**config.mk**
```make
export PLATFORM = sky130hd
export DESIGN_NAME = busRegisterBank
export DESIGN_NICKNAME = d
export VERILOG_FILES = /design/src/source/graphicsPackage.sv /design/src/source/busRegisterBank.sv
export VERILOG_INCLUDE_DIRS = /design/src /design/src/source
export SDC_FILE = /design/constraint.sdc
export NUM_CORES = 1
export LEC_CHECK = 0
export ABC_AREA = 1
export BUFFER_PORTS_ARGS = -buffer_cell sky130_fd_sc_hd__clkbuf_2
export CAP_MARGIN = 20
export CORE_UTILIZATION = 45
export DETAILED_ROUTE_END_ITERATION = 8
export HOLD_SLACK_MARGIN = 0.05
export PLACE_DENSITY = 0.73
export SLEW_MARGIN = 20
export SYNTH_ARGS = -nofsm -noshare
export SYNTH_HDL_FRONTEND = slang
export SYNTH_SLANG_ARGS = --single-unit
```
**constraint.sdc**
```tcl
create_clock -name CLK -period 1.25 [get_ports CLK]
set_input_delay 0 -clock CLK [delete_from_list [all_inputs] [get_ports CLK]]
set_output_delay 0 -clock CLK [all_outputs]
set_load 0.05 [all_outputs]
```
**src/source/graphics_config.svh**
```systemverilog
`ifndef GRAPHICS_CONFIG_SVH
`define GRAPHICS_CONFIG_SVH

// Bus widths
`define GFX_DATA_WIDTH 8
`define GFX_ADDR_WIDTH 3

// Cursor widths, 256 x 128 buffer
`define GFX_X_BITS 8
`define GFX_Y_BITS 7
`define GFX_PIXEL_BITS (`GFX_X_BITS + `GFX_Y_BITS)
// Screen columns covered by the buffer, 2 per buffer pixel
`define GFX_SCAN_COLUMNS (2 << `GFX_X_BITS)

// Register indices, sized to the register address
`define GFX_REG_X          3'd0
`define GFX_REG_Y          3'd1
`define GFX_REG_PIXEL      3'd2
`define GFX_REG_FOREGROUND 3'd3
`define GFX_REG_BACKGROUND 3'd4
`define GFX_REG_STATUS     3'd5

// 640x480 horizontal counts in pixel clocks
`define GFX_H_ACTIVE 640
`define GFX_H_FRONT  16
`define GFX_H_SYNC   96
`define GFX_H_BACK   48
`define GFX_H_TOTAL  (`GFX_H_ACTIVE + `GFX_H_FRONT + `GFX_H_SYNC + `GFX_H_BACK)

// Vertical counts in lines
`define GFX_V_ACTIVE 480
`define GFX_V_FRONT  10
`define GFX_V_SYNC   2
`define GFX_V_BACK   33
`define GFX_V_TOTAL  (`GFX_V_ACTIVE + `GFX_V_FRONT + `GFX_V_SYNC + `GFX_V_BACK)

`endif

```
**src/source/graphicsPackage.sv**
```systemverilog
`include "graphics_config.svh"

package graphicsPackage;

    ////////////////////////////////////////////////////////////////////////////
    // Frame buffer address
    ////////////////////////////////////////////////////////////////////////////

    // Row in the upper bits, column in the lower bits
    // Same 15 bits double as the flat memory index
    typedef union packed {
        struct packed {
            logic [`GFX_Y_BITS-1:0] y;
            logic [`GFX_X_BITS-1:0] x;
        } coordinate;
        logic [`GFX_PIXEL_BITS-1:0] flat;
    } pixelAddress;

    // 8-bit pixel colour as driven on the VGA pins
    typedef logic [`GFX_DATA_WIDTH-1:0] colourValue;

endpackage

```
**src/source/busRegisterBank.sv**
```systemverilog
`timescale 1ns/1ns
`include "graphics_config.svh"

module busRegisterBank (
    input  logic                         CLK,
    input  logic                         reset,
    // Wishbone classic slave
    input  logic                         busCycle,
    input  logic                         busStrobe,
    input  logic                         busWrite,
    input  logic [`GFX_ADDR_WIDTH-1:0]   busAddress,
    input  logic [`GFX_DATA_WIDTH-1:0]   busWriteData,
    output logic [`GFX_DATA_WIDTH-1:0]   busReadData,
    output logic                         busAck,
    // Frame buffer bus port
    output graphicsPackage::pixelAddress writeAddress,
    output logic                         writeEnable,
    output logic                         writePixel,
    input  logic                         busPixel,
    // Scanout side
    output graphicsPackage::colourValue  foregroundColour,
    output graphicsPackage::colourValue  backgroundColour,
    input  logic                         frameStart,
    output logic                         frameInterrupt
);
    import graphicsPackage::*;

    // Cursor held in coordinate form
    pixelAddress cursor;
    logic access;
    logic writeAccess;
    logic statusClear;
    logic [`GFX_DATA_WIDTH-1:0] readValue;

    // New transfer only while no acknowledge is pending
    assign access      = busCycle && busStrobe && !busAck;
    assign writeAccess = access && busWrite;
    assign statusClear = writeAccess && (busAddress == `GFX_REG_STATUS) && busWriteData[0];

    // Pixel write lands in the buffer on the acknowledge edge
    assign writeAddress = cursor;
    assign writeEnable  = writeAccess && (busAddress == `GFX_REG_PIXEL);
    assign writePixel   = busWriteData[0];

    ////////////////////////////////////////////////////////////////////////////
    // Read multiplexer
    ////////////////////////////////////////////////////////////////////////////

    always_comb begin
        readValue = '0;
        case (busAddress)
            `GFX_REG_X:          readValue[`GFX_X_BITS-1:0] = cursor.coordinate.x;
            `GFX_REG_Y:          readValue[`GFX_Y_BITS-1:0] = cursor.coordinate.y;
            // Buffer bit at the cursor, read in the previous cycle
            `GFX_REG_PIXEL:      readValue[0] = busPixel;
            `GFX_REG_FOREGROUND: readValue = foregroundColour;
            `GFX_REG_BACKGROUND: readValue = backgroundColour;
            `GFX_REG_STATUS:     readValue[0] = frameInterrupt;
            default:             readValue = '0;
        endcase
    end

    ////////////////////////////////////////////////////////////////////////////
    // Acknowledge, registers and frame flag
    ////////////////////////////////////////////////////////////////////////////

    always_ff @(posedge CLK) begin
        if (reset) begin
            busAck           <= 1'b0;
            busReadData      <= '0;
            cursor           <= '0;
            foregroundColour <= '0;
            backgroundColour <= '0;
            frameInterrupt   <= 1'b0;
        end else begin
            // Single-cycle acknowledge
            busAck <= access;
            if (access && !busWrite) begin
                busReadData <= readValue;
            end
            if (writeAccess) begin
                case (busAddress)
                    `GFX_REG_X:          cursor.coordinate.x <= busWriteData[`GFX_X_BITS-1:0];
                    `GFX_REG_Y:          cursor.coordinate.y <= busWriteData[`GFX_Y_BITS-1:0];
                    `GFX_REG_FOREGROUND: foregroundColour <= busWriteData;
                    `GFX_REG_BACKGROUND: backgroundColour <= busWriteData;
                    default:             ;
                endcase
            end
            // Sticky flag, set beats clear
            if (frameStart) begin
                frameInterrupt <= 1'b1;
            end else if (statusClear) begin
                frameInterrupt <= 1'b0;
            end
        end
    end

endmodule

```
# Word-level counts from Yosys, hierarchy flattened

Index checks and enable logic that the tools add are counted.

Output and inout port bits: 43
Logic and storage cells: 32
Bits in registers: 41

Reductions and logical operators: 15
Mux-type cells: 5
Equality and inequality tests: 5

Operators by type and width:

| operator             | count |
|---|---|
| $pmux W6 S4          | 1 |
| $reduce_and A2 Y1    | 4 |
| $logic_and A1 B1 Y1  | 7 |
| $eq A3 B2 Y1 const B | 2 |
| $eq A3 B3 Y1 const B | 2 |
| $pmux W1 S6          | 1 |
| $eq A3 B1 Y1 const B | 1 |
| $logic_not A3 Y1     | 1 |
| $pmux W1 S3          | 1 |
| $logic_not A1 Y1     | 2 |
| $mux W1              | 2 |
| $reduce_bool A2 Y1   | 1 |

# Logic depth before layout (Yosys ltp)

Gate-level depths: netlist of run 1.

Depth in word-level cells: 7
Gate-level depth with buffers: 8

# Worst setup path before layout of run 1

Ideal clock, no wire load.

Path type: register -> output
Start: register busAck
End: output writeEnable
Arrival: 1.637 ns
Buffers on the path: 0
Required time: 1.250 ns
Path slack: -0.387 ns
Cell stages (with the launch flop): 6
Cells stage by stage: dfxtp_1 > nor2_1 > inv_1 > nor2_4 > inv_1 > nor2_1

Longest elaborated chain between the ends: 4

Ends and longest elaborated chain:

| item                   | line                  | source |
|---|---|---|
| start, declared        | busRegisterBank.sv:14 | `output logic busAck,` |
| start signal, assigned | busRegisterBank.sv:77 | `busAck <= access;` |
| $logic_not A1 Y1       | busRegisterBank.sv:36 | `assign access = busCycle && busStrobe && !busAck;` |
| $logic_and A1 B1 Y1    | busRegisterBank.sv:36 |  |
| $logic_and A1 B1 Y1    | busRegisterBank.sv:37 | `assign writeAccess = access && busWrite;` |
| $logic_and A1 B1 Y1    | busRegisterBank.sv:42 | `` assign writeEnable = writeAccess && (busAddress == `GFX_REG_PIXEL); `` |
| end, declared          | busRegisterBank.sv:17 | `output logic writeEnable,` |

No other way between the ends.

# Worst setup path after layout of run 1

Ends and elaborated chain as after synthesis.

==> metrics, run 1 <==
CTS tree built; vias per inst 4.88; Die X 64.5 um; per-cell routed wire length 12.4 um; Top Ports 61; first-pass GRT wire length 7.62 mm; crit path time final 1250 ps; worst-margin pin slew 441 ps; vias in the first global route 1,696; mux share of post-synthesis cell area 0; Synth Area in Adders 0; synth unique cells 23; clock root cell clkbuf_8; syn avg cell area 7.13 um2; std cell rows 22; highest fanout seen on the critical path 4; Overflow after GRT 0; final setup fails 1; Final period util 1.00; Worst VDD drop 0.706 mV; cell area power density 1070 nW/um2; Clock Tree Buf Depth 2; largest family of logic cells by synthesized area simple AND/OR/NAND/NOR gates; Synthesized Nets 265; First-pass DRT Iterations 4; die span in y 64.5 um; worst r2r path cells 7; top cells by area, synth dfxtp_1, nor2_1, nand2_1; Synth area leader dfxtp_1; fraction of layout cells with a size suffix above 1 0.327; Startpoint Class register; Core Area 3720 um2; Via Count 1,843; critical path data arrival time 1250 ps; Most Frequent Cell on Critical Path nor2_4; Starting Density 0.474; status finished with violations; Synth top area share 0.466; CP max stage delay 350 ps; Max-slew headroom 0.705; compound-cell area share of the yosys netlist 0.142; Die ar. 4170 um2; worst hold slack 43.6 ps; critical path type register to output port; clk_lat worst skew 290 ps; drt drc 0; Slowest-stage cell, CP dfxtp_4; H-Tree Depth 2; DRT Wirelength 4.70 mm; warning count from the yosys run 0; Final Hold Fails 0; # port buffers 60; worst hold path type input pin to register; CP Capture Type output port; post-synthesis sequential area ratio 0.466; area share of xor/xnor cells in the synthesized design 0; WP data required 1250 ps; drt initial violations 87; Max Cap Viol 0; Cell Area, Synth 1760 um2; antenna violations before repair 0; number of nets still failing antenna checks after routing 0; Final WS setup -1.35 ps; RSZ-0062 raised after global routing yes; Detail Placement HPWL 3.37 mm; Area Overhead vs Synth 38.7%; Setup Skew 5.81 ps; f_max 0.799 GHz; gpl congestion 0.866; max-slew violation count 0; CTS clk-pin slew, worst paths 80 ps; Leakage 1.17 nW; CTS buffer count 5; number of antenna diodes 0; All-Layer GR Usage 0.245; maximum number of pins on one net before global-route repair 13; gate count after technology mapping 247; Yosys reg bits 41; # clock sinks 41; failing checks negative setup slack; Post-Synth Simple-Gate Area 0.343; Non-Filler Instances 378; worst path cell trace nor2_4, inv_2, nor2_4, inv_2, nor2_4, buf_8; fin nets 347; placed cells 354; hold path cells 3
==> synth_stat cells, drive strengths merged <==
library cell	n
a21oi	12
clkbuf	3
inv	12
o21ai	38
nand2	57
nand4	2
buf	2
nand3	5
clkinv	2
dfxtp	41
nor2	70
nor3	3
==> where the power goes <==
group          internal [W]  switching [W]
combinational      0.000116       0.000225
sequential          0.00132      0.0000140
clock              0.000499       0.000445
==> cells in the final DEF, fill, tap and decap left out, drive strengths merged <==
master        n
o21ai        38
nor3          3
nand2        57
clkinv        2
clkbuf       66
clkinvlp      1
inv          12
nand3         5
dlygate4sd3   9
dfxtp        41
nor2         70
buf          12
a21oi        12
nand4         2
==> flip-flops by register name, summed over array words and instances, names as in the netlist <==
register,flops
writeAddress,15
frameInterrupt,1
backgroundColour,8
busAck,1
busReadData,8
foregroundColour,8
==> logic make-up (layout without fill, tap and decap cells) <==
| family | count (synthesis) | after routing |
|---|---|---|
| and+or+nand+nor | 137 | 137 |
| AOI/OAI and AO/OA | 50 | 50 |
| DFF | 41 | 41 |
| buffers and inverters | 19 | 102 |
==> stage by stage <==
step	instance area [um2]	setup TNS, ps	util	setup WS [ps]	total power, W
CTS	2410	-24.1	0.649	-24.1	0.00262
global placement	2170	0	0.583	19.4	0.00165
global route	2440	-1250	0.657	-80.4	0.00272
detailed placement	2170	0	0.583	20.4	0.00165
finish	2440	-1.35	0.657	-1.35	0.00262
floorplan	1790	-165	-	-12.1	0.00155
==> timing repair <==
| action | in CTS | in global routing |
|---|---|---|
| hold endpoints to repair | 35 | 0 |
| pin swaps | 2 | 1 |
| resized for setup | 8 | 33 |
| buffers inserted | 5 | 3 |
| setup endpoints to repair | 1 | 40 |
| hold buffers | 9 | 0 |
==> layer usage <==
| metal | share of wire | global-route usage |
|---|---|---|
| met5 | 0 | 0 |
| met4 | 0.011 | 0.0667 |
| met3 | 0.051 | 0.0634 |
| met2 | 0.50 | 0.430 |
| met1 | 0.44 | 0.293 |
==> critical path, delay by kind of cell, from the launching register on <==
kind / cells / cell delay (ps)
DFF: 1 / 350
and+or+nand+nor: 3 / 340
buffers and inverters: 3 / 270
==> final cells by class <==
class                   count  area [um2]
flip-flops and latches     41         825
inverters                  14        78.8
clock buffers               7        96.3
repair buffers             80         483
fillers                   351        1270
clock inverters             1        5.00
well taps                  48        60.1
multi-input cells         187         895
==> path summary, 6_finish.rpt <==
path / slack, ps / start / endpoint
min: 40 / busWriteData[0] / writeAddress[8]
min reg2reg: 460 / busReadData[1] / busReadData[1]
max reg2reg: 30 / busAck / writeAddress[14]
max: -1 / busAck / writeEnable
Power figures use the tool's default switching activity.
==> run 2: changes to the inputs <==
--- a/config.mk
+++ b/config.mk
@@ -9,10 +9,11 @@
 export ABC_AREA = 1
 export BUFFER_PORTS_ARGS = -buffer_cell sky130_fd_sc_hd__clkbuf_2
 export CAP_MARGIN = 20
-export CORE_UTILIZATION = 45
+export CORE_MARGIN = 10
+export CORE_UTILIZATION = 49
 export DETAILED_ROUTE_END_ITERATION = 8
 export HOLD_SLACK_MARGIN = 0.05
-export PLACE_DENSITY = 0.73
+export PLACE_DENSITY = 0.78
 export SLEW_MARGIN = 20
 export SYNTH_ARGS = -nofsm -noshare
 export SYNTH_HDL_FRONTEND = slang
==> run 2 against run 1 <==
  * The run still ends with negative setup slack left
  * First-iteration DRC count grew 22%
  * Clock power fell by 11%
  * Register-to-register slack worse by 70 ps
  * Worst hold slack better by 59 ps
  * Largest cell class unchanged
  * Fmax shrank 6.0%
  * Sequential share of layout area decreased by 0.44 points
  * Critical path depth increased by 1
  * Die area is 53% higher
  * Count of clock-buffer cells in the layout shrank 1
  * Sequential power barely moved
==> metrics, run 2 (same netlist as run 1, synthesis figures left out) <==
status finished with violations; failing checks negative setup slack; Startpoint Class register; cell area power density 1020 nW/um2; CTS clk-pin slew, worst paths 130 ps; Die ar. 6390 um2; f_max 0.751 GHz; Overflow after GRT 0; H-Tree Depth 2; Clk network pwr share 0.331; Leakage 1.14 nW; Setup Skew 15.8 ps; vias in the first global route 1,814; Area Overhead vs Synth 40.6%; WP data required 1250 ps; max-slew violation count 0; Starting Density 0.515; share of power burned in registers 0.528; Comb pwr share 0.141; sw frac 0.263; drt drc 0; crit path time final 1330 ps; clk_lat worst skew 350 ps; CTS buffer count 5; Via Count 1,885; worst r2r path cells 8; placed cells 354; Non-Filler Instances 377; CP Capture Type output port; number of antenna diodes 0; highest fanout seen on the critical path 2; Post-Route Setup TNS -364 ps; std cell rows 21; critical path data arrival time 1330 ps; cell-internal power 0.00186 W; critical path type register to output port; first-pass GRT wire length 8.85 mm; max FFs per register 15; antenna violations before repair 0; die span in y 79.9 um; Psw 0.000666 W; Detail Placement HPWL 3.90 mm; First-pass DRT Iterations 4; vias per inst 5.00; final setup fails 17; Worst VDD drop 0.799 mV; Final Hold Fails 0; RSZ-0062 raised after global routing yes; drt initial violations 106; fraction of layout cells with a size suffix above 1 0.323; Clock Tree Buf Depth 2; All-Layer GR Usage 0.171; Max-slew headroom 0.772; # clock sinks 41; cell area after layout 2470 um2; per-cell routed wire length 14.1 um; # port buffers 60; worst hold path type input pin to register; fin nets 348; final core occ 0.725; CTS tree built; clock root cell clkbuf_4; most frequent cells in the layout nor2_1, clkbuf_2, nand2_1; worst-margin pin slew 341 ps; Final period util 1.07; number of nets still failing antenna checks after routing 0; Tot Pwr 0.00253 W; placed cell area 2180 um2; gpl congestion 0.859; Max Cap Viol 0; maximum number of pins on one net before global-route repair 19; DRT Wirelength 5.31 mm; Die X 79.9 um; hold path cells 6; Final WS setup -81.9 ps; Core Area 3420 um2; Top Ports 61; commonest non-fill, non-tap cell in the layout nor2_1
## run 2: cell types whose count changed in the layout (fill, tap and decap cells not counted), sizes merged
cell	delta
dlygate4sd3	+2
buf	-1
bufinv	+1
clkbuf	-1
inv	+1
clkinvlp	-1
## run 2: cell type report
type | instances | area (um2)
tap | 46 | 57.6
sequential | 41 | 825
timing repair buffer | 81 | 508
clock buffer | 6 | 41.3
fill | 292 | 941
clock inverter | 2 | 35.0
multi-input combinational | 187 | 928
inverter | 14 | 80.1
## run 2: per-layer routing
layer  track usage  share of wire  wire length, um
met3        0.0563          0.079              417
met1         0.204           0.43             2270
met4        0.0563          0.017               88
met5             0              0                0
met2         0.281           0.48             2540
## run 2: path summary, 6_finish.rpt
check,startpoint,to,slack (ps)
worst min register to register,busReadData[1],busReadData[1],470
worst min-delay path,busStrobe,busAck,100
worst max-delay path,busAck,writeEnable,-80
worst max register to register,busAck,foregroundColour[0],-40
## run 2: metrics by stage
stage / hold slack (ps) / worst slack (ps)
2_1_floorplan: 117 / -12.1
3_3_place_gp: 213 / 44.2
3_5_place_dp: 223 / 28.1
4_1_cts: 92.9 / -106
5_1_grt: 111 / -189
6_report: 102 / -81.9
## run 2: timing repair
action | 4_1_cts | 5_1_grt
cloned | 0 | 0
hold endpoints to repair | 40 | 0
setup buffers | 5 | 0
pin swaps | 3 | 2
hold buffers | 11 | 0
setup endpoints to repair | 9 | 37
resized for setup | 17 | 27
## run 2: power by group through the flow
stage          combinational [W]  sequential (W)  clock (W)
2_1_floorplan           0.000126         0.00143          0
4_1_cts                 0.000341         0.00134   0.000854
3_3_place_gp            0.000289         0.00136          0
6_report                0.000356         0.00134   0.000837
3_5_place_dp            0.000292         0.00136          0
5_1_grt                 0.000387         0.00134   0.000914
## run 2: critical path, stage by stage (launching register included)
cell,delay [ps]
dfxtp_4,370
nor2_4,90
inv_2,60
nor2_4,90
buf_6,100
inv_2,30
nor2_4,90
buf_12,140
