<file path="config.mk">
export PLATFORM = sky130hd
export DESIGN_NAME = vgaScanout
export DESIGN_NICKNAME = d
export VERILOG_FILES = /design/src/source/graphicsPackage.sv /design/src/source/vgaScanout.sv
export VERILOG_INCLUDE_DIRS = /design/src /design/src/source
export SDC_FILE = /design/constraint.sdc
export NUM_CORES = 1
export LEC_CHECK = 0
export ABC_CLOCK_PERIOD_IN_PS = 3800
export BUFFER_PORTS_ARGS = -buffer_cell sky130_fd_sc_hd__clkbuf_2
export CORE_MARGIN = 2
export CORE_UTILIZATION = 40
export DETAILED_ROUTE_END_ITERATION = 8
export SKIP_CTS_REPAIR_TIMING = 1
export SLEW_MARGIN = 20
export SYNTH_ARGS = -nofsm -noshare
export SYNTH_HDL_FRONTEND = slang
export SYNTH_SLANG_ARGS = --single-unit
</file>
<file path="constraint.sdc">
create_clock -name CLK -period 3.8 [get_ports CLK]
set_input_delay 0.38 -clock CLK [delete_from_list [all_inputs] [get_ports CLK]]
set_output_delay 0.38 -clock CLK [all_outputs]
set_load 0.05 [all_outputs]
</file>
<file path="src/source/graphics_config.svh">
`ifndef GRAPHICS_CONFIG_SVH
`define GRAPHICS_CONFIG_SVH

// Bus widths
`define GFX_DATA_WIDTH 8
`define GFX_ADDR_WIDTH 3

// Cursor widths, 256 x 128 buffer
`define GFX_X_BITS 8
`define GFX_Y_BITS 7
`define GFX_PIXEL_BITS (`GFX_X_BITS + `GFX_Y_BITS)
// Screen columns covered by the buffer, 2 per buffer pixel
`define GFX_SCAN_COLUMNS (2 << `GFX_X_BITS)

// Register indices, sized to the register address
`define GFX_REG_X          3'd0
`define GFX_REG_Y          3'd1
`define GFX_REG_PIXEL      3'd2
`define GFX_REG_FOREGROUND 3'd3
`define GFX_REG_BACKGROUND 3'd4
`define GFX_REG_STATUS     3'd5

// 640x480 horizontal counts in pixel clocks
`define GFX_H_ACTIVE 640
`define GFX_H_FRONT  16
`define GFX_H_SYNC   96
`define GFX_H_BACK   48
`define GFX_H_TOTAL  (`GFX_H_ACTIVE + `GFX_H_FRONT + `GFX_H_SYNC + `GFX_H_BACK)

// Vertical counts in lines
`define GFX_V_ACTIVE 480
`define GFX_V_FRONT  10
`define GFX_V_SYNC   2
`define GFX_V_BACK   33
`define GFX_V_TOTAL  (`GFX_V_ACTIVE + `GFX_V_FRONT + `GFX_V_SYNC + `GFX_V_BACK)

`endif

</file>
<file path="src/source/graphicsPackage.sv">
`include "graphics_config.svh"

package graphicsPackage;

    ////////////////////////////////////////////////////////////////////////////
    // Frame buffer address
    ////////////////////////////////////////////////////////////////////////////

    // Row in the upper bits, column in the lower bits
    // Same 15 bits double as the flat memory index
    typedef union packed {
        struct packed {
            logic [`GFX_Y_BITS-1:0] y;
            logic [`GFX_X_BITS-1:0] x;
        } coordinate;
        logic [`GFX_PIXEL_BITS-1:0] flat;
    } pixelAddress;

    // 8-bit pixel colour as driven on the VGA pins
    typedef logic [`GFX_DATA_WIDTH-1:0] colourValue;

endpackage

</file>
<file path="src/source/vgaScanout.sv">
`timescale 1ns/1ns
`include "graphics_config.svh"

module vgaScanout (
    input  logic                         CLK,
    input  logic                         reset,
    // Frame buffer scan port
    output graphicsPackage::pixelAddress scanAddress,
    input  logic                         scanPixel,
    // Colours from the register bank
    input  graphicsPackage::colourValue  foregroundColour,
    input  graphicsPackage::colourValue  backgroundColour,
    output logic                         frameStart,
    // VGA pins
    output logic                         VGA_HS,
    output logic                         VGA_VS,
    output graphicsPackage::colourValue  VGA_COLOUR
);
    import graphicsPackage::*;

    localparam int hBits = $clog2(`GFX_H_TOTAL);
    localparam int vBits = $clog2(`GFX_V_TOTAL);

    // Counter boundaries
    localparam logic [hBits-1:0] hLast      = hBits'(`GFX_H_TOTAL - 1);
    localparam logic [hBits-1:0] hActiveEnd = hBits'(`GFX_H_ACTIVE);
    localparam logic [hBits-1:0] hBufferEnd = hBits'(`GFX_SCAN_COLUMNS);
    localparam logic [hBits-1:0] hSyncStart = hBits'(`GFX_H_ACTIVE + `GFX_H_FRONT);
    localparam logic [hBits-1:0] hSyncEnd   = hBits'(`GFX_H_ACTIVE + `GFX_H_FRONT + `GFX_H_SYNC);
    localparam logic [vBits-1:0] vLast      = vBits'(`GFX_V_TOTAL - 1);
    localparam logic [vBits-1:0] vActiveEnd = vBits'(`GFX_V_ACTIVE);
    localparam logic [vBits-1:0] vSyncStart = vBits'(`GFX_V_ACTIVE + `GFX_V_FRONT);
    localparam logic [vBits-1:0] vSyncEnd   = vBits'(`GFX_V_ACTIVE + `GFX_V_FRONT + `GFX_V_SYNC);

    logic [hBits-1:0] hCount;
    logic [vBits-1:0] vCount;
    logic activeDelayed;
    logic bufferDelayed;
    logic hSyncDelayed;
    logic vSyncDelayed;
    logic startDelayed;
    colourValue pixelColour;

    ////////////////////////////////////////////////////////////////////////////
    // Sync counters
    ////////////////////////////////////////////////////////////////////////////

    always_ff @(posedge CLK) begin
        if (reset) begin
            hCount <= '0;
            vCount <= '0;
        end else if (hCount == hLast) begin
            hCount <= '0;
            vCount <= (vCount == vLast) ? '0 : vCount + 1'b1;
        end else begin
            hCount <= hCount + 1'b1;
        end
    end

    // Buffer pixel is 2 columns wide and 4 rows tall
    always_comb begin
        scanAddress.coordinate.x = hCount[`GFX_X_BITS:1];
        scanAddress.coordinate.y = vCount[`GFX_Y_BITS+1:2];
    end

    // Stage 1, conditions aligned with the buffer read
    always_ff @(posedge CLK) begin
        if (reset) begin
            activeDelayed <= 1'b0;
            bufferDelayed <= 1'b0;
            hSyncDelayed  <= 1'b0;
            vSyncDelayed  <= 1'b0;
            startDelayed  <= 1'b0;
        end else begin
            activeDelayed <= (hCount < hActiveEnd) && (vCount < vActiveEnd);
            bufferDelayed <= hCount < hBufferEnd;
            hSyncDelayed  <= (hCount >= hSyncStart) && (hCount < hSyncEnd);
            vSyncDelayed  <= (vCount >= vSyncStart) && (vCount < vSyncEnd);
            // First clock of the first sync line
            startDelayed  <= (vCount == vSyncStart) && (hCount == '0);
        end
    end

    // Blanking forces black, columns past the buffer show background
    always_comb begin
        if (!activeDelayed) begin
            pixelColour = '0;
        end else if (bufferDelayed && scanPixel) begin
            pixelColour = foregroundColour;
        end else begin
            pixelColour = backgroundColour;
        end
    end

    // Stage 2, output register, syncs active low
    always_ff @(posedge CLK) begin
        if (reset) begin
            VGA_HS     <= 1'b1;
            VGA_VS     <= 1'b1;
            VGA_COLOUR <= '0;
            frameStart <= 1'b0;
        end else begin
            VGA_HS     <= !hSyncDelayed;
            VGA_VS     <= !vSyncDelayed;
            VGA_COLOUR <= pixelColour;
            frameStart <= startDelayed;
        end
    end

endmodule

</file>
# Word-level counts from Yosys, hierarchy flattened

Cells that the tools add are included.

Latch bits: 0
Input port bits: 19
Memories kept: 0
Bits in writable memories: 0
ROM bits: 0
Register bits: 36
Logic and storage cells: 36

Divide/modulo/power cells: 0
Eq/ne operators: 3
Reductions and logical operators: 10
Multiply operators: 0
Add/sub/neg operators: 2
Mux-type cells: 2
Magnitude comparators: 7
Bitwise logic cells: 1
Shift operators: 0

Operator list:

| operator                                                                              | count |
|---|---|
| 10-bit less-than comparator (second input constant)                                   | 3 |
| 10-bit by 1-bit adder with 10-bit output (second input constant)                      | 2 |
| 10-bit == test (second input constant)                                                | 2 |
| 10-bit by 9-bit less-than comparator with 1-bit output (second input constant)        | 2 |
| 10-bit by 9-bit == test with 1-bit output (second input constant)                     | 1 |
| 10-bit greater-or-equal comparator (second input constant)                            | 1 |
| 10-bit by 9-bit greater-or-equal comparator with 1-bit output (second input constant) | 1 |
| 10-bit logical NOT                                                                    | 1 |
| 10-bit two-way mux                                                                    | 1 |
| 8-bit two-way mux                                                                     | 1 |
| 1-bit logical AND                                                                     | 5 |
| 2-bit OR reduction                                                                    | 2 |
| 1-bit logical NOT                                                                     | 2 |
| 1-bit inverter                                                                        | 1 |

# Logic depth before layout (Yosys ltp)

Gate-level depths: netlist (run 1).

Depth after elaboration: 2
Depth in mapped cells: 7

# Worst setup path before layout (run 1)

Ideal clock, no wire load.

Path type: register to register
Start point: reg hCount[5]
End point: reg vCount[9]
Buffers on the path: 1
Path slack: 1989 ps
Cell stages (with the launch flop): 6
Arrival time: 1741 ps
Path through: dfxtp_1 buf_6 or3_4 or4_4 or3_1 a21oi_1

Cells in the longest elaborated chain, start to end: 1

RTL lines:

| element                | line             | text |
|---|---|---|
| start, declared        | vgaScanout.sv:35 | `logic [hBits-1:0] hCount;` |
| start signal, assigned | vgaScanout.sv:56 | `hCount <= hCount + 1'b1;` |
| 10-bit == test         | vgaScanout.sv:52 | `end else if (hCount == hLast) begin` |
| end signal, assigned   | vgaScanout.sv:54 | `vCount <= (vCount == vLast) ? '0 : vCount + 1'b1;` |
| end, declared          | vgaScanout.sv:36 | `logic [vBits-1:0] vCount;` |

Every way passes these cells.
A chain may end at the register's enable or synchronous reset.

# Worst setup path after layout (run 1)

Start point: reg hCount[1]
End point: reg vCount[9]

Same word-level chain as after synthesis.

==> results of run 1 <==
[per-stage QoR]
step	power (uW)	std cells	area (sq um)	util (%)	hold WS [ns]
finish	781	267	1880	47.4	0.311
global placement	461	259	1770	44.7	0.360
detailed placement	461	259	1770	44.7	0.361
floorplan	444	190	1650	-	0.356
CTS	790	267	1880	47.4	0.302
global route	812	267	1880	47.4	0.296
[path summary, 6_finish.rpt]
kind         cells after the start             to                start
max                              5      vCount[9]            hCount[1]
min                              3  VGA_COLOUR[2]  backgroundColour[2]
max reg2reg                      5      vCount[9]            hCount[1]
min reg2reg                      1         VGA_VS         vSyncDelayed
[layout make-up]
class	instances	area share (%)
Multi-Input combinational cell	122	39.6
Clock inverter	2	1.86
Timing Repair Buffer	44	11.7
Sequential cell	36	38.3
Tap cell	50	3.32
Inverter	7	1.40
Clock buffer	6	3.86
[logic make-up after synthesis]
group	Yosys count
AOI/OAI and AO/OA	15
xor gates and xnor gates	14
DFF	36
and+or+nand+nor	87
buffers and inverters	32
muxes	2
adders and majority gates	4
[cells in the mapped netlist, types with 2 or more instances]
cell type / instances / area (sq um)
dfxtp_1: 36 / 721
or2_2: 2 / 12.5
nand2b_1: 3 / 18.8
a21oi_1: 11 / 55.1
nor4_1: 5 / 31.3
xnor2_1: 8 / 70.1
nor2b_1: 3 / 18.8
xor2_1: 6 / 52.6
inv_1: 7 / 26.3
mux2i_1: 2 / 20.0
buf_4: 15 / 113
nor3_1: 4 / 20.0
nand4_1: 9 / 56.3
ha_1: 4 / 50.1
and4_1: 3 / 26.3
nor2_1: 21 / 78.8
clkbuf_1: 8 / 30.0
nand2_1: 13 / 48.8
nand3_1: 14 / 70.1
[flip-flops by register name, indices dropped and copies added (netlist names)]
signal         cells
frameStart         1
vCount            10
activeDelayed      1
hSyncDelayed       1
startDelayed       1
VGA_COLOUR         8
bufferDelayed      1
VGA_HS             1
vSyncDelayed       1
hCount            10
VGA_VS             1
[cell usage in the layout, fill, tap and decap left out, drive strengths merged, types with 2 or more instances in the layout]
cell	instances
clkbuf	50
dfxtp	36
nor2	21
nand3	14
nand2	13
a21oi	11
nand4	9
xnor2	8
inv	7
xor2	6
nor4	5
nor3	4
ha	4
and4	3
nand2b	3
nor2b	3
mux2i	2
or2	2
and3	2
or3	2
or4	2
[power by group through the flow]
stage | clock (uW) | combinational (uW) | sequential, uW
2_1_floorplan | 0 | 32.5 | 412
3_3_place_gp | 0 | 61.2 | 399
3_5_place_dp | 0 | 61.0 | 400
4_1_cts | 337 | 61.3 | 391
5_1_grt | 354 | 66.0 | 392
6_report | 330 | 60.7 | 391
[metal layers]
metal / GRT usage (%) / vias to the layer above
met4: 7.50 / 0
met5: 0 / -
met3: 4.93 / 4
met2: 24.8 / 36
met1: 21.5 / 632
li1: - / 686
[worst max-delay path, stage by stage (launching register included)]
cell     delay (ns)
dfxtp_1        0.38
ha_1           0.24
nand4_1        0.20
or4_4          0.58
or3_1          0.31
a21oi_1        0.15
==> flow_metrics.tcl, run 1 <==
set metrics [dict create \
    place.gp.congestion 0.803 \
    wirelength_um 3360 \
    core_sq_um 3970 \
    syn_nets 213 \
    first_iter_violations 119 \
    rsz0062_at_grt "no" \
    worst_slack_ns 1.86 \
    cap_violations 0 \
    n_antenna_cell 0 \
    setup-violations-final 0 \
    p_per_area_nw_per_um2 415 \
    drc 0 \
    ys_ff_latch 36 \
    synth_cell_types 35 \
    cp.arrival_ns 2.16 \
    cts_root_buf "clkbuf_8" \
    vias 1358 \
    drt-met1-wl_um 1580 \
    chipHeight_um 68.2 \
    io_buffers 44 \
    cts.sinks 36 \
    h-tree-depth 2 \
    tns_ns 0 \
    layout_min_cycle_time_ns 1.94 \
    syn_area_per_cell_sq_um 8.68 \
    fmax_mhz 516 \
    grt_usage_pct 16.4 \
    fp.dieW_um 68.2 \
    cts_max_path_buffers 2 \
    ant_nets 0 \
    power_frac_seq_pct 50.0 \
    dr_wl_met2_um 1540 \
    dp_slack_ns 1.89 \
    synth.area.mux_share_pct 1.21 \
    io_pins 45 \
    multiInputGateArea_sq_um 744 \
    register_area_sq_um 721 \
    peakVddDrop_mv 0.161 \
    yosys.area_share.simple_pct 28.2 \
    synth-seq-area-share_pct 43.7 \
    worstSetupPathType "reg -> reg" \
    synthAdderAreaFrac_pct 3.03 \
    nets 239 \
    grt_pass1_vias 1197 \
    p_comb_share_pct 7.8 \
    syn_to_final_growth_pct 14.1 \
    p_sw_uw 182 \
    max_slew_margin_pct 63.4 \
    outcome "completed" \
    cts_tree "done" \
    cts_made_buffers 5 \
    hold_class "in -> reg" \
    synth-xor-area-share_pct 7.44 \
    required_ns 4.02 \
    dr_wl_met3_um 199 \
    overflow 0 \
    fillers 405 \
    synth_edf_count 0 \
    viasPerCell 5.09 \
    dominantRegCellSynth "dfxtp_1" \
    top_layer "met4" \
    synthCells 190 \
    async_flop_share_pct 0 \
    initial_core_util_pct 41.5 \
    layout-drive-gt1-share_pct 25.8 \
    rrSetupSlack_ns 1.86 \
    dr.pass1.iters 4 \
    worst_pin_slew_ns 0.544 \
    dp.final_hpwl_um 2450 \
    end_kind "flop" \
    synth_compound_area_share_pct 5.24 \
    clk_latency_ns 0.29 \
    routedWlPerCell_um 12.6 \
    ys_warn_count 0 \
    grt_max_degree 14 \
    cts.clk_slew.worst_paths_ns 0.07 \
    fin_worst_skew_ns 0.00461 \
    synth_top_family_by_area "simple AND/OR/NAND/NOR gates" \
    cellLeakagePower_uw 0.000784 \
    hold_viol_final 0 \
    drv_slew 0 \
    startpoint_type "flop" \
    dieArea_sq_um 4650 \
    rows 23 \
    power_frac_clock_pct 42.2 \
    synth_area_sq_um 1650 \
    grt_pass1_wl_um 5590 \
    internal_power_uw 599 \
    antenna_found_initial 0 \
    swShare_pct 23.3 \
    crit_fanout 5 \
    period_share_pct 51.0 \
]
(Power assumes the default switching activity.)
==> run 2: changes to the inputs <==
--- a/config.mk
+++ b/config.mk
@@ -6,11 +6,13 @@
 export SDC_FILE = /design/constraint.sdc
 export NUM_CORES = 1
 export LEC_CHECK = 0
-export ABC_CLOCK_PERIOD_IN_PS = 3800
+export ABC_AREA = 1
+export ABC_CLOCK_PERIOD_IN_PS = 1690
 export BUFFER_PORTS_ARGS = -buffer_cell sky130_fd_sc_hd__clkbuf_2
 export CORE_MARGIN = 2
 export CORE_UTILIZATION = 40
 export DETAILED_ROUTE_END_ITERATION = 8
+export PLACE_DENSITY = 0.65
 export SKIP_CTS_REPAIR_TIMING = 1
 export SLEW_MARGIN = 20
 export SYNTH_ARGS = -nofsm -noshare
==> constraint.sdc (replaced) <==
create_clock -name CLK -period 1.69 [get_ports CLK]
set_input_delay 0.169 -clock CLK [delete_from_list [all_inputs] [get_ports CLK]]
set_output_delay 0.169 -clock CLK [all_outputs]
set_load 0.05 [all_outputs]
==> flow_metrics.tcl, run 2 <==
set metrics [dict create \
    outcome "completed" \
    grt_pass1_vias 1494 \
    antenna_found_initial 0 \
    dr_wl_met3_um 227 \
    grt_pass1_wl_um 6230 \
    yosysMostFrequentCell "nor2_1" \
    vias 1607 \
    whs_path_depth 3 \
    fmax_mhz 652 \
    dp_cells 324 \
    dp.final_hpwl_um 2760 \
    drc 0 \
    syn_nets 267 \
    synth_edf_count 0 \
    synth_top_area_cell "dfxtp_1" \
    io_buffers 44 \
    fin_worst_skew_ns 0.00349 \
    async_flop_share_pct 0 \
    cts_made_buffers 5 \
    layout_commonest_cell "nor2_1" \
    fp.dieW_um 70.4 \
    holdPathEnd "VGA_COLOUR[0]" \
    dpl_cell_area_sq_um 1920 \
    grt_max_degree 14 \
    io_pins 45 \
    period_share_pct 90.7 \
    synth_cell_types 24 \
    worstSetupPathType "reg -> reg" \
    reg.largest.list "hCount: 10 flops, vCount: 10 flops, VGA_COLOUR: 8 flops" \
    layout-drive-gt1-share_pct 24.2 \
    rrSetupSlack_ns 0.16 \
    synth-seq-area-share_pct 40.9 \
    cts_tree "done" \
    cellLeakagePower_uw 0.000914 \
    first_iter_violations 40 \
    crit_fanout 13 \
    dr.pass1.iters 4 \
    dominantRegCellSynth "dfxtp_1" \
    post-route-util_pct 47.8 \
    cts_root_buf "clkbuf_8" \
    end_kind "flop" \
    cp_top_family "simple AND/OR/NAND/NOR gates" \
    rows 24 \
    syn_to_final_growth_pct 16.4 \
    layout_min_cycle_time_ns 1.53 \
    ys_ff_latch 36 \
    routedWlPerCell_um 11.2 \
    cts_max_path_buffers 2 \
    n_antenna_cell 0 \
    rsz0062_at_grt "no" \
    ys_warn_count 0 \
    overflow 0 \
    tns_ns 0 \
    layout_common_cells "nor2_1 (45), clkbuf_2 (44), nand2_1 (43)" \
    initial_core_util_pct 41.0 \
    worst_pin_slew_ns 0.380 \
    startpoint_type "flop" \
    path_buf_inv 1 \
    synth_area_leaders "dfxtp_1 (41%), nor2_1 (9.6%), nand2_1 (9.2%)" \
    peakVddDrop_mv 0.450 \
    setup-violations-final 0 \
    r2r_start "hCount[1]" \
    drt-met1-wl_um 1710 \
    clk_latency_ns 0.29 \
    max_slew_margin_pct 74.6 \
    cts.clk_slew.worst_paths_ns 0.07 \
    core_sq_um 4290 \
    required_ns 1.88 \
    final_area_sq_um 2050 \
    worstSetupPathDepth 9 \
    synthCells 244 \
    synth_area_sq_um 1760 \
    synth_top_area_share_pct 40.9 \
    ant_nets 0 \
    path_cells "ha_1 > nand2_2 > nor2_4 > nand2_2 > nor2_4 > buf_12 > nand3_1 > nand2_1 > nor2_1" \
    nets 303 \
    dr_wl_met2_um 1700 \
    ff2ff_path_depth 9 \
    cts.sinks 36 \
    yosys-top-cells-count "nor2_1 (45), nand2_1 (43), dfxtp_1 (36), inv_1 (25)" \
    dp_slack_ns 0.142 \
    top_layer "met4" \
    syn_area_per_cell_sq_um 7.22 \
    reg2reg_to "vCount[5]" \
    h-tree-depth 2 \
    slowest_stage "dfxtp_1" \
    cap_violations 0 \
    drv_slew 0 \
    worstHoldStart "backgroundColour[0]" \
    worst_slack_ns 0.156 \
    chipHeight_um 70.4 \
    wirelength_um 3740 \
    viasPerCell 4.83 \
    hold_class "in -> reg" \
    max_stage_delay_ns 0.41 \
    cp.arrival_ns 1.72 \
    grt_usage_pct 15.7 \
    final_cells 333 \
    hold_viol_final 0 \
    place.gp.congestion 0.818 \
    dieArea_sq_um 4950 \
    p_per_area_nw_per_um2 860 \
]
==> run 2: cell count changes in the layout (fill, tap and decap cells not counted), moves of 4 or more <==
cell,change
xnor2_1,-8
o21ai_0,+8
inv_1,+18
nor2_1,+24
nand2_1,+30
xor2_1,-5
nor4_1,-4
==> run 2: metal layers <==
metal | up-vias | track usage, %
li1 | 844 | -
met2 | 53 | 25.3
met4 | 0 | 8.55
met3 | 10 | 4.62
met1 | 700 | 18.5
met5 | - | 0
==> run 2: final cells by class <==
cell class	instances	area (sq um)
Inverter	28	105
Tap cell	52	65.1
Clock inverter	2	35.0
Multi-Input combinational cell	164	812
Clock buffer	6	72.6
Fill cell	457	2240
Sequential cell	36	721
Timing Repair Buffer	45	240
==> run 2: report_power, final <==
| group | internal [uW] | switching, uW |
|---|---|---|
| Clock | 438 | 307 |
| Combinational | 43.3 | 98.0 |
| Sequential | 866 | 10.8 |
==> run 2: stage by stage <==
stage	total power, uW	hold WS [ns]
after detailed placement	1040	0.357
after CTS	1780	0.0995
after global placement	1040	0.354
after global routing	1830	0.115
after floorplan	998	0.240
final	1760	0.0993
==> run 2: worst register-to-register path, delay by kind of cell, from the launching register on <==
family | cells | cell delay [ns]
adder cells (fa/ha/maj) | 1 | 0.21
buffers and inverters | 1 | 0.14
flip-flops | 1 | 0.41
AND/OR/NAND/NOR | 7 | 0.68
==> run 2: how the worst max path moves through the flow <==
stage | from | end | slack [ns]
after floorplan | hCount[1] | vCount[8] | 0.33
after CTS | hCount[1] | vCount[9] | 0.13
after global placement | hCount[1] | vCount[6] | 0.19
after detailed placement | hCount[1] | vCount[9] | 0.14
after global routing | hCount[1] | vCount[9] | 0.01
final | hCount[1] | vCount[5] | 0.16
==> run 2: cells by family after synthesis <==
family	Yosys count	synth area share, %
AOI/OAI and AO/OA	25	7.24
xor gates and xnor gates	1	0.497
adders and majority gates	4	2.84
buffers and inverters	44	13.0
DFF	36	40.9
and+or+nand+nor	134	35.5
